$ cat config.mk
export PLATFORM = sky130hd
export DESIGN_NAME = icache_refill_flat
export DESIGN_NICKNAME = d
export VERILOG_FILES = /design/src/source/icache_pkg.sv /design/src/source/icache_fill_ifc.sv /design/src/source/icache_refill.sv /design/src/flat_wrapper.sv
export SDC_FILE = /design/constraint.sdc
export NUM_CORES = 1
export LEC_CHECK = 0
export ABC_CLOCK_PERIOD_IN_PS = 3500
export BUFFER_PORTS_ARGS = -buffer_cell sky130_fd_sc_hd__buf_2
export CORE_UTILIZATION = 37
export CTS_CLUSTER_DIAMETER = 60
export DETAILED_ROUTE_END_ITERATION = 8
export PLACE_DENSITY = 0.85
export SYNTH_ARGS = -nofsm -noshare
export SYNTH_HDL_FRONTEND = slang
export SYNTH_SLANG_ARGS = --single-unit
$ cat constraint.sdc
create_clock -name clk -period 3.5 [get_ports clk]
set_input_delay 0.7 -clock clk [delete_from_list [all_inputs] [get_ports clk]]
set_output_delay 0.7 -clock clk [all_outputs]
set_load 0.005 [all_outputs]
$ cat src/source/icache_pkg.sv
package icache_pkg;

	// Byte address from the core, 26 bits on this MIPS-style core
	localparam int ADDR_WIDTH = 26;
	// One instruction word
	localparam int DATA_WIDTH = 32;

	// 64 lines of 4 words, 1 KB in total
	localparam int INDEX_WIDTH = 6;
	localparam int OFFSET_WIDTH = 2;

	// Whatever is left above index, word offset and byte offset
	localparam int TAG_WIDTH = ADDR_WIDTH - INDEX_WIDTH - OFFSET_WIDTH - 2;

	localparam int LINE_WORDS = 1 << OFFSET_WIDTH;
	localparam int DEPTH = 1 << INDEX_WIDTH;

	// Field view of a fetch address, MSB first
	typedef struct packed {
		logic [TAG_WIDTH-1:0] tag;
		logic [INDEX_WIDTH-1:0] index;
		logic [OFFSET_WIDTH-1:0] offset;
		// Always zero for aligned fetches
		logic [1:0] byte_off;
	} fetch_fields_t;

	// Same 26 bits seen either as a flat address or as cache fields
	typedef union packed {
		logic [ADDR_WIDTH-1:0] raw;
		fetch_fields_t f;
	} fetch_addr_u;

endpackage

$ cat src/source/icache_fill_ifc.sv
interface icache_fill_ifc;

	// One write strobe per data bank, at most one set per beat
	logic [icache_pkg::LINE_WORDS-1:0] data_we;
	// Last beat of a line, also marks the line valid
	logic tag_we;
	// Line under refill
	logic [icache_pkg::INDEX_WIDTH-1:0] fill_index;
	// Beat straight from memory
	logic [icache_pkg::DATA_WIDTH-1:0] fill_word;
	logic [icache_pkg::TAG_WIDTH-1:0] fill_tag;

	// Refill controller side
	modport refill (
		output data_we, tag_we, fill_index, fill_word, fill_tag
	);

	// Lookup stage side, owns the banks
	modport banks (
		input data_we, tag_we, fill_index, fill_word, fill_tag
	);

endinterface

$ cat src/source/icache_refill.sv
module icache_refill (
	input  logic clk,
	input  logic rst_n,
	input  logic i_miss,
	input  icache_pkg::fetch_addr_u i_pc,
	icache_fill_ifc.refill fill,
	output logic o_busy,
	output logic [icache_pkg::ADDR_WIDTH-1:0] o_mem_araddr,
	output logic o_mem_arvalid,
	input  logic i_mem_arready,
	input  logic i_mem_rvalid,
	input  logic [icache_pkg::DATA_WIDTH-1:0] i_mem_rdata
);

	enum logic [1:0] {
		// Idle, watching for a miss
		ST_READY,
		// Read address out, waiting for arready
		ST_REQUEST,
		// Taking beats into the banks
		ST_DATA
	} state, next_state;

	// Line-aligned address of the line being fetched
	icache_pkg::fetch_addr_u line_q;
	// One-hot pointer to the bank the next beat goes to
	logic [icache_pkg::LINE_WORDS-1:0] word_sel;
	logic beat;
	logic last_beat;

	always_comb begin
		beat = (state == ST_DATA) && i_mem_rvalid;
		// Beats arrive word 0 first, so the top bit marks the end
		last_beat = beat && word_sel[icache_pkg::LINE_WORDS-1];
	end

	// Next state
	always_comb begin
		next_state = state;
		unique case (state)
			ST_READY: begin
				if (i_miss) begin
					next_state = ST_REQUEST;
				end
			end
			ST_REQUEST: begin
				if (i_mem_arready) begin
					next_state = ST_DATA;
				end
			end
			ST_DATA: begin
				if (last_beat) begin
					next_state = ST_READY;
				end
			end
			default: next_state = ST_READY;
		endcase
	end

	always_ff @(posedge clk) begin
		if (!rst_n) begin
			state <= ST_READY;
			word_sel <= {{(icache_pkg::LINE_WORDS - 1){1'b0}}, 1'b1};
		end else begin
			state <= next_state;
			// Rotate on each beat, wraps back to word 0 after the line
			if (beat) begin
				word_sel <= {word_sel[icache_pkg::LINE_WORDS-2:0],
					word_sel[icache_pkg::LINE_WORDS-1]};
			end
		end
	end

	// Capture the missed line, offset and byte bits dropped
	always_ff @(posedge clk) begin
		if ((state == ST_READY) && i_miss) begin
			line_q.f.tag <= i_pc.f.tag;
			line_q.f.index <= i_pc.f.index;
			line_q.f.offset <= '0;
			line_q.f.byte_off <= '0;
		end
	end

	// Memory side and bank writes
	always_comb begin
		o_busy = (state != ST_READY);
		o_mem_arvalid = (state == ST_REQUEST);
		o_mem_araddr = line_q.raw;
		// Data beats always accepted, no ready back to memory
		fill.data_we = beat ? word_sel : '0;
		fill.tag_we = last_beat;
		fill.fill_index = line_q.f.index;
		fill.fill_word = i_mem_rdata;
		fill.fill_tag = line_q.f.tag;
	end

	// Request stays up and unchanged until the memory takes it
	a_araddr_stable: assert property (@(posedge clk) disable iff (!rst_n)
		o_mem_arvalid && !i_mem_arready |=> o_mem_arvalid && $stable(o_mem_araddr));

	// Memory only returns data for an accepted request
	a_rvalid_in_data: assert property (@(posedge clk) disable iff (!rst_n)
		i_mem_rvalid |-> state == ST_DATA);

endmodule

$ cat src/flat_wrapper.sv
// flat-port wrapper written by rule: the top's interface ports become plain ports
module icache_refill_flat 
  (clk, rst_n, i_miss, i_pc, o_busy, o_mem_araddr, o_mem_arvalid, i_mem_arready, i_mem_rvalid, i_mem_rdata, fill_data_we, fill_tag_we, fill_fill_index, fill_fill_word, fill_fill_tag);
  icache_fill_ifc fill_i ();
  input  logic clk;
  input  logic rst_n;
  input  logic i_miss;
  input  icache_pkg::fetch_addr_u i_pc;
  output logic o_busy;
  output logic [icache_pkg::ADDR_WIDTH-1:0] o_mem_araddr;
  output logic o_mem_arvalid;
  input  logic i_mem_arready;
  input  logic i_mem_rvalid;
  input  logic [icache_pkg::DATA_WIDTH-1:0] i_mem_rdata;
  output wire logic [$bits(fill_i.data_we)-1:0] fill_data_we;
  output wire logic [$bits(fill_i.tag_we)-1:0] fill_tag_we;
  output wire logic [$bits(fill_i.fill_index)-1:0] fill_fill_index;
  output wire logic [$bits(fill_i.fill_word)-1:0] fill_fill_word;
  output wire logic [$bits(fill_i.fill_tag)-1:0] fill_fill_tag;
  assign fill_data_we = fill_i.data_we;
  assign fill_tag_we = fill_i.tag_we;
  assign fill_fill_index = fill_i.fill_index;
  assign fill_fill_word = fill_i.fill_word;
  assign fill_fill_tag = fill_i.fill_tag;
  icache_refill u_core (.clk(clk), .rst_n(rst_n), .i_miss(i_miss), .i_pc(i_pc), .fill(fill_i), .o_busy(o_busy), .o_mem_araddr(o_mem_araddr), .o_mem_arvalid(o_mem_arvalid), .i_mem_arready(i_mem_arready), .i_mem_rvalid(i_mem_rvalid), .i_mem_rdata(i_mem_rdata));
endmodule
; ---- Yosys cells after proc, flatten, opt, wreduce, memory -nomap -nowiden
; Cells that the tools add are included.
[totals]
output_inout_bits = 87
in_bits = 63
word_cells = 19
register_bits = 28
[classes]
mux = 5
n_reduce_logical = 6
n_eq_ne = 5
[op_table]
columns = operator, n
row1 = $mux 2, 3
row2 = $pmux 2 s3, 1
row3 = $mux 4, 1
row4 = $ne 2x2->1 const B, 2
row5 = $logic_and 1x1->1, 3
row6 = $reduce_and 3->1, 1
row7 = $eq 2x1->1 const B, 1
row8 = $eq 2x2->1 const B, 1
row9 = $logic_not 2->1, 1
row10 = $ne 2x1->1 const B, 1
row11 = $reduce_bool 2->1, 1

; ---- Longest topological paths before layout
; Gate-level depths: netlist of the first run.
[logic_depth]
depth_word = 5
ltp_mapped = 3

; ---- Worst setup path before layout of the first run
; No wires, ideal clock.
[synth_path]
path_type = input port to flip-flop
from = in i_miss
to = reg u_core.line_q (netlist bit u_core.o_mem_araddr[10]) (enable)
setup_ns = 0.401
n_path_buf = 0
slack_ns = 1.410
stages = 2
arrival_ns = 1.690
cell_sequence = inv_1 nor2_1
[synth_between]
elab_chain_cells = 1
[synth_rtl]
columns = item, line_no
row1 = "start, declared", flat_wrapper.sv:7  ; input logic i_miss;
row2 = $logic_and 1x1->1, icache_refill.sv:76  ; if ((state == ST_READY) && i_miss) begin
row3 = "end, declared", icache_refill.sv:25  ; icache_pkg::fetch_addr_u line_q;
; No other way between the ends.
; A chain may end at the register's enable or synchronous reset.

; ---- Worst setup path in the final report of the first run
[layout_path]
from = in i_mem_rvalid
to = out fill_tag_we
[layout_between]
elab_chain_cells = 2
[layout_rtl]
columns = item, line_no
row1 = "start, declared", flat_wrapper.sv:13  ; input logic i_mem_rvalid;
row2 = $logic_and 1x1->1, icache_refill.sv:32  ; beat = (state == ST_DATA) && i_mem_rvalid;
row3 = $logic_and 1x1->1, icache_refill.sv:34  ; last_beat = beat && word_sel[icache_pkg::LINE_WORDS-1];
row4 = "end, declared", flat_wrapper.sv:16  ; output wire logic [$bits(fill_i.tag_we)-1:0] fill_tag_we;
; No other way between the ends.

==> results of run 1 <==
[cells in the final DEF (no fill, tap or decap)]
master / netlist / routed
nor2_2: 0 / 1
and2_4: 1 / 1
conb_1: 1 / 4
or2_2: 1 / 1
nand3b_4: 1 / 1
inv_1: 1 / 1
and3b_2: 1 / 1
nor2b_1: 1 / 1
nand3_1: 4 / 4
and3b_1: 1 / 1
a21boi_0: 1 / 1
nand3b_1: 2 / 2
edfxtp_1: 22 / 22
nand2_1: 5 / 5
buf_2: 0 / 77
clkbuf_8: 0 / 4
and2_1: 3 / 3
dfxtp_1: 6 / 6
mux2i_1: 1 / 1
o21ai_0: 2 / 2
[kinds of logic (layout without fill, tap and decap cells)]
family | after synthesis | after routing
AOI/OAI and AO/OA | 3 | 3
buffers and inverters | 60 | 82
DFF | 28 | 28
muxes | 1 | 1
other | 1 | 4
and+or+nand+nor | 21 | 21
[flip-flops by register name, indices dropped and copies added, names as in the netlist]
| register | count |
|---|---|
| u_core.o_mem_araddr | 22 |
| u_core.state | 2 |
| u_core.word_sel | 4 |
[critical path: cells and delay by family]
kind	cells	cell delay, ns
buffers and inverters	2	0.23
and+or+nand+nor	2	0.40
[area by class of cell]
class                           count  area (sq um)  area share (%)
Clock buffer                        4         55.05           3.761
Inverter                            1         3.754          0.2564
Multi-Input combinational cell     29         181.4           12.39
Timing Repair Buffer               77         385.4           26.32
Sequential cell                    28         780.7           53.33
Tap cell                           46         57.56           3.932
[where the power goes]
part | switching (mW) | internal, mW | total (mW)
Sequential | 0.00953 | 0.383 | 0.393
Combinational | 0.0353 | 0.0379 | 0.0732
Clock | 0.0919 | 0.100 | 0.192
[synthesized netlist by cell type (all sizes together)]
master / n / area [sq um]
a21boi: 1 / 7.510
and2: 4 / 27.53
and3b: 2 / 18.77
buf: 59 / 442.9
conb: 1 / 3.750
dfxtp: 6 / 120.1
edfxtp: 22 / 660.6
inv: 1 / 3.750
mux2i: 1 / 10.01
nand2: 5 / 18.77
nand3: 4 / 20.02
nand3b: 3 / 35.03
nor2: 1 / 3.750
nor2b: 1 / 6.260
o21ai: 2 / 10.01
or2: 1 / 6.260
[worst paths after layout]
check                                        start                 endpoint
worst max-delay path                  i_mem_rvalid              fill_tag_we
worst min-delay path            u_core.word_sel[1]       u_core.word_sel[1]
worst max register to register     u_core.state[1]  u_core.o_mem_araddr[10]
worst min register to register  u_core.word_sel[1]       u_core.word_sel[1]
[metal layers]
metal  up-vias  wire (um)  GRT usage [%]
met5         -          0              0
met1       352        765          10.84
met4         0         62          7.386
met2        67       1105          19.55
li1        363          -              -
met3        12        292          4.710
[per-stage QoR]
step                      setup WS, ns  instance area (sq um)  power [mW]  hold slack [ns]
final                            1.470                   1464      0.6583           0.4815
after detailed placement         1.455                   1409      0.4755           0.4665
after CTS                        1.472                   1464      0.6670           0.4817
after floorplan                  1.410                   1406      0.4767           0.4426
after global placement           1.474                   1409      0.4727           0.4631
after global routing             1.433                   1464      0.6900           0.5057
==> results.sh, run 1 <==
export IMPL_clock_path_buffers=2
export IMPL_worstMarginPinSlew_ns=0.9853
export IMPL_rsz0062_at_grt="no"
export IMPL_drc=0
export IMPL_synthMuxAreaShare_pct=0.7175
export IMPL_ctsResizeCount=0
export IMPL_post_cts_buffers=0
export IMPL_crit_path_max_incr_delay_ns=0.23
export IMPL_cts_htree_levels=1
export IMPL_synth_compound_area_share_pct=1.256
export IMPL_hpwl_mm=1.781
export IMPL_pin_count=150
export IMPL_initial_core_util_pct=40.22
export IMPL_leakage_nw=0.7034
export IMPL_min_period_ns=2.030
export IMPL_synth_simple_area_share_pct=9.776
export IMPL_crit_required_ns=2.80
export IMPL_arrival_ns=1.33
export IMPL_wl_mm=2.225
export IMPL_hold_depth=2
export IMPL_cts_root_buf="clkbuf_8"
export IMPL_setup_viol=0
export IMPL_die_x_um=63.41
export IMPL_crit_top_cell="buf_2"
export IMPL_min_path_type="reg2reg"
export IMPL_tritoncts="built"
export IMPL_start_kind="input pin"
export IMPL_stdcell_count=185
export IMPL_crit_chain="buf_2 -> and3b_2 -> and2_4 -> buf_2"
export IMPL_fp_dieArea_sq_um=4020
export IMPL_layout_drive_gt1_share_pct=61.87
export IMPL_syn_area_sq_um=1395
export IMPL_die_h_um=63.41
export IMPL_fillers=344
export IMPL_cts_sinks=28
export IMPL_synth_warnings=0
export IMPL_core_sq_um=3468
export IMPL_power_per_cell_area_nw_per_um2=449.7
export IMPL_insertion_delay_ns=0.26
export IMPL_clock_skew_ns=0.003137
export IMPL_ys_seq_elements=28
export IMPL_synthAdderAreaFrac_pct=0
export IMPL_grt_overflow_total=0
export IMPL_synthCells=114
export IMPL_synth_xor_area_share_pct=0
export IMPL_cts_inserted_buffers=3
export IMPL_vias=794
export IMPL_diodes=0
export IMPL_avgSynthCellArea_sq_um=12.24
export IMPL_yosysSeqAreaShare_pct=55.96
export IMPL_core_rowCount=21
export IMPL_grt_pass1_vias=725
export IMPL_clock_fmax_mhz=492.7
export IMPL_port_buffer_count=77
export IMPL_setup_tns_ns=0
export IMPL_track_usage_pct=11.29
export IMPL_hold_violations=0
export IMPL_cap_viol_max_count=0
export IMPL_status="completed"
export IMPL_antenna_found_initial=0
export IMPL_peakVddDrop_uv=158.8
export IMPL_syn2layout_area_growth_pct=4.932
export IMPL_place_inst=181
export IMPL_synth_distinct_cells=19
export IMPL_path_clk_slew_ns=0.09
export IMPL_slew_violations=0
export IMPL_critPathCaptureType="output port"
export IMPL_vias_per_cell=4.292
export IMPL_ant_nets=0
export IMPL_reg2reg_depth=2
export IMPL_critPathKind="in2out"
export IMPL_grt_start_max_net_pins=23
export IMPL_drt_iter0_drc=57
export IMPL_synth_top_family_by_area="buffers and inverters"
export IMPL_critical_path_max_fanout=7
export IMPL_first_pass_iters=4
export IMPL_finalCritPeriodShare_pct=58.00
export IMPL_crit_path_top_delay_cell="and3b_2"
export IMPL_max_slew_margin_pct=34.25
export IMPL_ctsHoldBuffers=0
export IMPL_grt_pass1_wl_mm=3.415
export IMPL_final_util_pct=42.21
export IMPL_routedWlPerCell_um=12.03
export IMPL_globalplace_congestion=0.6565
export IMPL_final_net_count=203
export IMPL_r2r_slack_ns=1.69
(Power assumes the default switching activity.)
==> run 2: changes to the inputs <==
--- a/config.mk
+++ b/config.mk
@@ -5,12 +5,12 @@
 export SDC_FILE = /design/constraint.sdc
 export NUM_CORES = 1
 export LEC_CHECK = 0
-export ABC_CLOCK_PERIOD_IN_PS = 3500
+export ABC_CLOCK_PERIOD_IN_PS = 2000
 export BUFFER_PORTS_ARGS = -buffer_cell sky130_fd_sc_hd__buf_2
-export CORE_UTILIZATION = 37
+export CORE_UTILIZATION = 34
 export CTS_CLUSTER_DIAMETER = 60
 export DETAILED_ROUTE_END_ITERATION = 8
-export PLACE_DENSITY = 0.85
+export PLACE_DENSITY = 0.79
 export SYNTH_ARGS = -nofsm -noshare
 export SYNTH_HDL_FRONTEND = slang
 export SYNTH_SLANG_ARGS = --single-unit
==> constraint.sdc (replaced) <==
create_clock -name clk -period 2 [get_ports clk]
set_input_delay 0.4 -clock clk [delete_from_list [all_inputs] [get_ports clk]]
set_output_delay 0.4 -clock clk [all_outputs]
set_load 0.005 [all_outputs]
==> run 2 against run 1 <==
  * Power up 76%
  * Worst setup slack worse by 1.1 ns
  * Routed wire length up 5.5%
  * Clock skew hardly changed
  * Utilization down 3.4 points
  * Global-route usage decreased by 0.95 points
  * Cell area rose by 0.68%
  * First-iteration DRC count rose by 37%
  * Register-to-register slack got worse by 1.0 ns
  * Sequential share of layout area down 0.36 points
  * Die area up 8.5%
  * Non-clock buffer count rose by 1
==> results.sh, run 2 (synthesis gave the netlist of run 1 again) <==
export IMPL_clock_skew_ns=0.002750
export IMPL_cp_num_buf_inv=1
export IMPL_die_x_um=66.06
export IMPL_insertion_delay_ns=0.27
export IMPL_critPathCaptureType="output port"
export IMPL_first_pass_iters=2
export IMPL_critPathKind="reg2out"
export IMPL_layout_drive_gt1_share_pct=62.14
export IMPL_hold_violations=0
export IMPL_cap_viol_max_count=0
export IMPL_cts_inserted_buffers=3
export IMPL_post_cts_buffers=0
export IMPL_hold_depth=1
export IMPL_track_usage_pct=10.34
export IMPL_grt_pass1_vias=677
export IMPL_crit_chain="and3b_2 -> and2_4 -> buf_2"
export IMPL_cts_sinks=28
export IMPL_tritoncts="built"
export IMPL_dp_worst_setup_slack_ns=0.5691
export IMPL_die_h_um=66.06
export IMPL_path_clk_slew_ns=0.09
export IMPL_min_path_type="in2reg"
export IMPL_path_delay_family="simple AND/OR/NAND/NOR gates"
export IMPL_min_period_ns=1.627
export IMPL_finalCritPeriodShare_pct=81.36
export IMPL_grt_overflow_total=0
export IMPL_globalplace_congestion=0.6489
export IMPL_setup_viol=0
export IMPL_final_common_cell="buf_2"
export IMPL_ctsResizeCount=0
export IMPL_critical_path_max_fanout=7
export IMPL_grt_start_max_net_pins=23
export IMPL_drt_iter0_drc=78
export IMPL_start_kind="flop"
export IMPL_arrival_ns=1.23
export IMPL_whs_ns=0.3018
export IMPL_setup_tns_ns=0
export IMPL_cts_root_buf="clkbuf_8"
export IMPL_hpwl_mm=1.857
export IMPL_ant_nets=0
export IMPL_slew_violations=0
export IMPL_power_per_cell_area_nw_per_um2=786.8
export IMPL_rsz0062_at_grt="no"
export IMPL_core_rowCount=22
export IMPL_final_cell_mix="buf_2, edfxtp_1, dfxtp_1"
export IMPL_crit_path_top_delay_cell="dfxtp_1"
export IMPL_reg2reg_depth=3
export IMPL_fin_ws_ns=0.3728
export IMPL_antenna_found_initial=0
export IMPL_core_sq_um=3799
export IMPL_wl_mm=2.347
export IMPL_drc=0
export IMPL_diodes=0
export IMPL_vias=778
export IMPL_fp_dieArea_sq_um=4363
export IMPL_grt_pass1_wl_mm=3.249
export IMPL_syn2layout_area_growth_pct=5.650
export IMPL_vias_per_cell=4.138
export IMPL_ctsHoldBuffers=0
export IMPL_pin_count=150
export IMPL_largest_reg_flops=22
export IMPL_final_net_count=204
export IMPL_port_buffer_count=77
export IMPL_crit_path_max_incr_delay_ns=0.41
export IMPL_cp_num_cells=3
export IMPL_clock_path_buffers=2
export IMPL_leakage_nw=0.7084
export IMPL_initial_core_util_pct=36.73
export IMPL_clock_fmax_mhz=614.6
export IMPL_peakVddDrop_uv=239.0
export IMPL_status="completed"
export IMPL_cts_htree_levels=1
export IMPL_routedWlPerCell_um=12.48
export IMPL_crit_required_ns=1.60
run 2: cell count changes in the layout (fill, tap and decap cells not counted), sizes merged:
cell / before / now
buf: 77 / 78
run 2: area by class of cell:
type	count	area [sq um]
tap	48	60.06
sequential	28	780.7
multi-input combinational	29	181.4
inverter	1	3.754
fill	386	2325
timing repair buffer	78	392.9
clock buffer	4	55.05
run 2: power breakdown:
| part | leakage [nW] | switching, mW | total [mW] | internal (mW) |
|---|---|---|---|---|
| clock | 0.0288 | 0.164 | 0.340 | 0.176 |
| combinational | 0.421 | 0.0635 | 0.132 | 0.0686 |
| sequential | 0.259 | 0.0171 | 0.687 | 0.670 |
run 2: worst paths after layout:
| kind | startpoint | end | slack, ns |
|---|---|---|---|
| setup / recovery | u_core.state[0] | fill_data_we[3] | 0.37 |
| hold / removal | i_pc[23] | u_core.o_mem_araddr[23] | 0.30 |
| setup reg to reg | u_core.state[1] | u_core.o_mem_araddr[6] | 0.64 |
| hold reg to reg | u_core.word_sel[3] | u_core.word_sel[3] | 0.48 |
run 2: through the flow:
step / total power [mW] / util [%] / cells / area (sq um)
floorplan: 0.8343 / - / 117 / 1406
global placement: 0.8315 / 37.35 / 184 / 1419
detailed placement: 0.8359 / 37.35 / 184 / 1419
CTS: 1.176 / 38.80 / 188 / 1474
global route: 1.219 / 38.80 / 188 / 1474
finish: 1.160 / 38.80 / 188 / 1474
run 2: routing by layer:
metal / GRT usage [%] / up-vias / part of all wire [%]
met5: 0 / - / 0
met4: 8.245 / 0 / 3.2
met3: 3.448 / 12 / 13
met2: 16.71 / 60 / 48
met1: 10.92 / 343 / 36
li1: - / 363 / -
run 2: worst reg2reg max path, delay by kind of cell (launching register included):
kind / cells / cell delay [ns]
buf+inv: 1 / 0.28
flops: 1 / 0.36
simple gates: 2 / 0.40
==> run 3: changes to the inputs <==
--- a/config.mk
+++ b/config.mk
@@ -5,7 +5,8 @@
 export SDC_FILE = /design/constraint.sdc
 export NUM_CORES = 1
 export LEC_CHECK = 0
-export ABC_CLOCK_PERIOD_IN_PS = 2000
+export ABC_AREA = 1
+export ABC_CLOCK_PERIOD_IN_PS = 1600
 export BUFFER_PORTS_ARGS = -buffer_cell sky130_fd_sc_hd__buf_2
 export CORE_UTILIZATION = 34
 export CTS_CLUSTER_DIAMETER = 60
==> constraint.sdc (replaced) <==
create_clock -name clk -period 1.6 [get_ports clk]
set_input_delay 0.32 -clock clk [delete_from_list [all_inputs] [get_ports clk]]
set_output_delay 0.32 -clock clk [all_outputs]
set_load 0.005 [all_outputs]
==> run 3 against run 2 <==
  * Routed wire length rose by 0.21%
  * Non-clock buffer count unchanged
  * Highest routed layer unchanged
  * Critical path depth unchanged
  * Global-route usage grew 0.12 points
  * Area after synthesis up 0.27%
  * Critical path type unchanged
  * Sequential share of layout area down 0.13 points
  * Utilization grew 0.099 points
==> results.sh, run 3 <==
export IMPL_drc=0
export IMPL_arrival_ns=1.17
export IMPL_initial_core_util_pct=36.82
export IMPL_yosysSeqAreaShare_pct=55.81
export IMPL_track_usage_pct=10.46
export IMPL_globalplace_congestion=0.6144
export IMPL_multi_input_area_sq_um=141.4
export IMPL_cts_sinks=28
export IMPL_power_per_cell_area_nw_per_um2=957.7
export IMPL_min_path_type="in2reg"
export IMPL_ctsHoldBuffers=0
export IMPL_core_sq_um=3799
export IMPL_synth_area_top_cells="edfxtp_1, buf_4, dfxtp_1, inv_1, nand2_1"
export IMPL_drt_iter0_drc=44
export IMPL_wl_mm=2.352
export IMPL_syn2layout_area_growth_pct=5.635
export IMPL_grt_start_max_net_pins=23
export IMPL_synth_warnings=0
export IMPL_post_cts_buffers=0
export IMPL_seq_area_sq_um=780.7
export IMPL_insertion_delay_ns=0.26
export IMPL_port_buffer_count=77
export IMPL_hp_start="i_pc[18]"
export IMPL_crit_path_max_incr_delay_ns=0.50
export IMPL_cap_viol_max_count=0
export IMPL_crit_path_top_delay_cell="dfxtp_1"
export IMPL_avgSynthCellArea_sq_um=11.47
export IMPL_wl_met1_um=813
export IMPL_crit_chain="nand3_4 -> nor2_4 -> buf_2"
export IMPL_setup_tns_ns=0
export IMPL_hold_violations=0
export IMPL_layout_drive_gt1_share_pct=58.11
export IMPL_whs_ns=0.2224
export IMPL_cts_inserted_buffers=3
export IMPL_reg2reg_from="u_core.state[1]"
export IMPL_synthArstFlopShare_pct=0
export IMPL_clock_fmax_mhz=673.3
export IMPL_diodes=0
export IMPL_grt_pass1_vias=771
export IMPL_crit_required_ns=1.28
export IMPL_die_h_um=66.14
export IMPL_cts_root_buf="clkbuf_8"
export IMPL_synth_distinct_cells=15
export IMPL_pin_count=150
export IMPL_path_delay_family="flip-flops"
export IMPL_min_period_ns=1.485
export IMPL_start_kind="flop"
export IMPL_cp_startpoint="u_core.state[1]"
export IMPL_clock_skew_ns=0.004464
export IMPL_yosysTopAreaCellShare_pct=47.23
export IMPL_synthMostInstantiatedCell="buf_4"
export IMPL_dr_max_layer_used="met4"
export IMPL_hpwl_mm=1.908
export IMPL_critPathCaptureType="output port"
export IMPL_first_pass_iters=4
export IMPL_clock_path_buffers=2
export IMPL_fin_total_pwr_mw=1.415
export IMPL_grt_pass1_wl_mm=3.408
export IMPL_cp_num_buf_inv=1
export IMPL_critical_path_max_fanout=7
export IMPL_syn_area_sq_um=1399
export IMPL_critPathKind="reg2out"
export IMPL_tritoncts="built"
export IMPL_wl_met3_um=265
export IMPL_antenna_found_initial=0
export IMPL_synth_edff_count=22
export IMPL_slew_violations=0
export IMPL_ctsResizeCount=0
export IMPL_routedWlPerCell_um=12.00
export IMPL_grt_overflow_total=0
export IMPL_leakage_nw=0.7085
export IMPL_cts_htree_levels=1
export IMPL_ys_top_cells_by_count="buf_4, edfxtp_1, inv_1"
export IMPL_setup_viol=0
export IMPL_core_rowCount=22
export IMPL_ys_seq_elements=28
export IMPL_final_cell_mix="buf_2, edfxtp_1, inv_1"
export IMPL_peakVddDrop_uv=275.7
export IMPL_place_inst=192
export IMPL_synth_largest_area_cell="edfxtp_1"
export IMPL_fillers=389
export IMPL_synth_ff_type="edfxtp_1"
export IMPL_synthCells=122
export IMPL_vias_per_cell=4.189
export IMPL_final_common_cell="buf_2"
export IMPL_final_net_count=212
export IMPL_ant_nets=0
export IMPL_die_x_um=66.14
export IMPL_route_met2_wl_mm=1.228
export IMPL_stdcell_count=196
export IMPL_fp_dieArea_sq_um=4375
export IMPL_finalCritPeriodShare_pct=92.82
export IMPL_path_clk_slew_ns=0.09
export IMPL_rsz0062_at_grt="no"
export IMPL_largest_reg_flops=22
export IMPL_vias=821
export IMPL_status="completed"
==> run 3: changes by cell type after synthesis, sizes merged, moves of 3 or more <==
cell    previous run  this run
a21oi              0         6
inv                1        12
nor2               1         4
and2               4         0
nand3              4         1
nand4              0         3
nand3b             3         0
==> run 3: kinds of logic after synthesis <==
kind of cell           count (synthesis)  synth area share [%]
and+or+nand+nor                       15                 6.262
other                                  1                0.2681
buffers and inverters                 71                 34.88
AOI/OAI and AO/OA                      7                 2.772
DFF                                   28                 55.81
==> run 3: report_power, final <==
group	total (mW)	internal [mW]	switching, mW
Sequential	0.862	0.840	0.0218
Clock	0.373	0.172	0.202
Combinational	0.180	0.0903	0.0898
Total	1.42	1.10	0.313
==> run 3: through the flow <==
| step | utilization (%) | cell area [sq um] | setup slack, ns |
|---|---|---|---|
| CTS | 38.90 | 1478 | 0.09942 |
| global placement | 37.71 | 1433 | 0.4055 |
| global route | 38.90 | 1478 | 0.006447 |
| detailed placement | 37.71 | 1433 | 0.3954 |
| finish | 38.90 | 1478 | 0.1149 |
| floorplan | - | 1410 | 0.1919 |
==> run 3: cell type report <==
type                    instances  share of cell area (%)
clock buffers                   3                   2.794
flip-flops and latches         28                   52.84
well taps                      48                   4.064
clock inverters                 1                  0.2540
repair buffers                 78                   27.43
inverters                      12                   3.048
multi-input cells              26                   9.568
==> run 3: metal layers <==
layer	vias to the layer above	track usage, %
met5	-	0
met4	0	5.585
met3	10	4.483
met2	56	19.26
met1	376	9.560
li1	379	-
==> run 3: final timing paths <==
check | slack (ns) | cells past startpoint | end
max | 0.11 | 3 | fill_data_we[3]
min | 0.22 | 1 | u_core.o_mem_araddr[18]
max reg2reg | 0.39 | 4 | u_core.o_mem_araddr[11]
min reg2reg | 0.47 | 2 | u_core.word_sel[0]
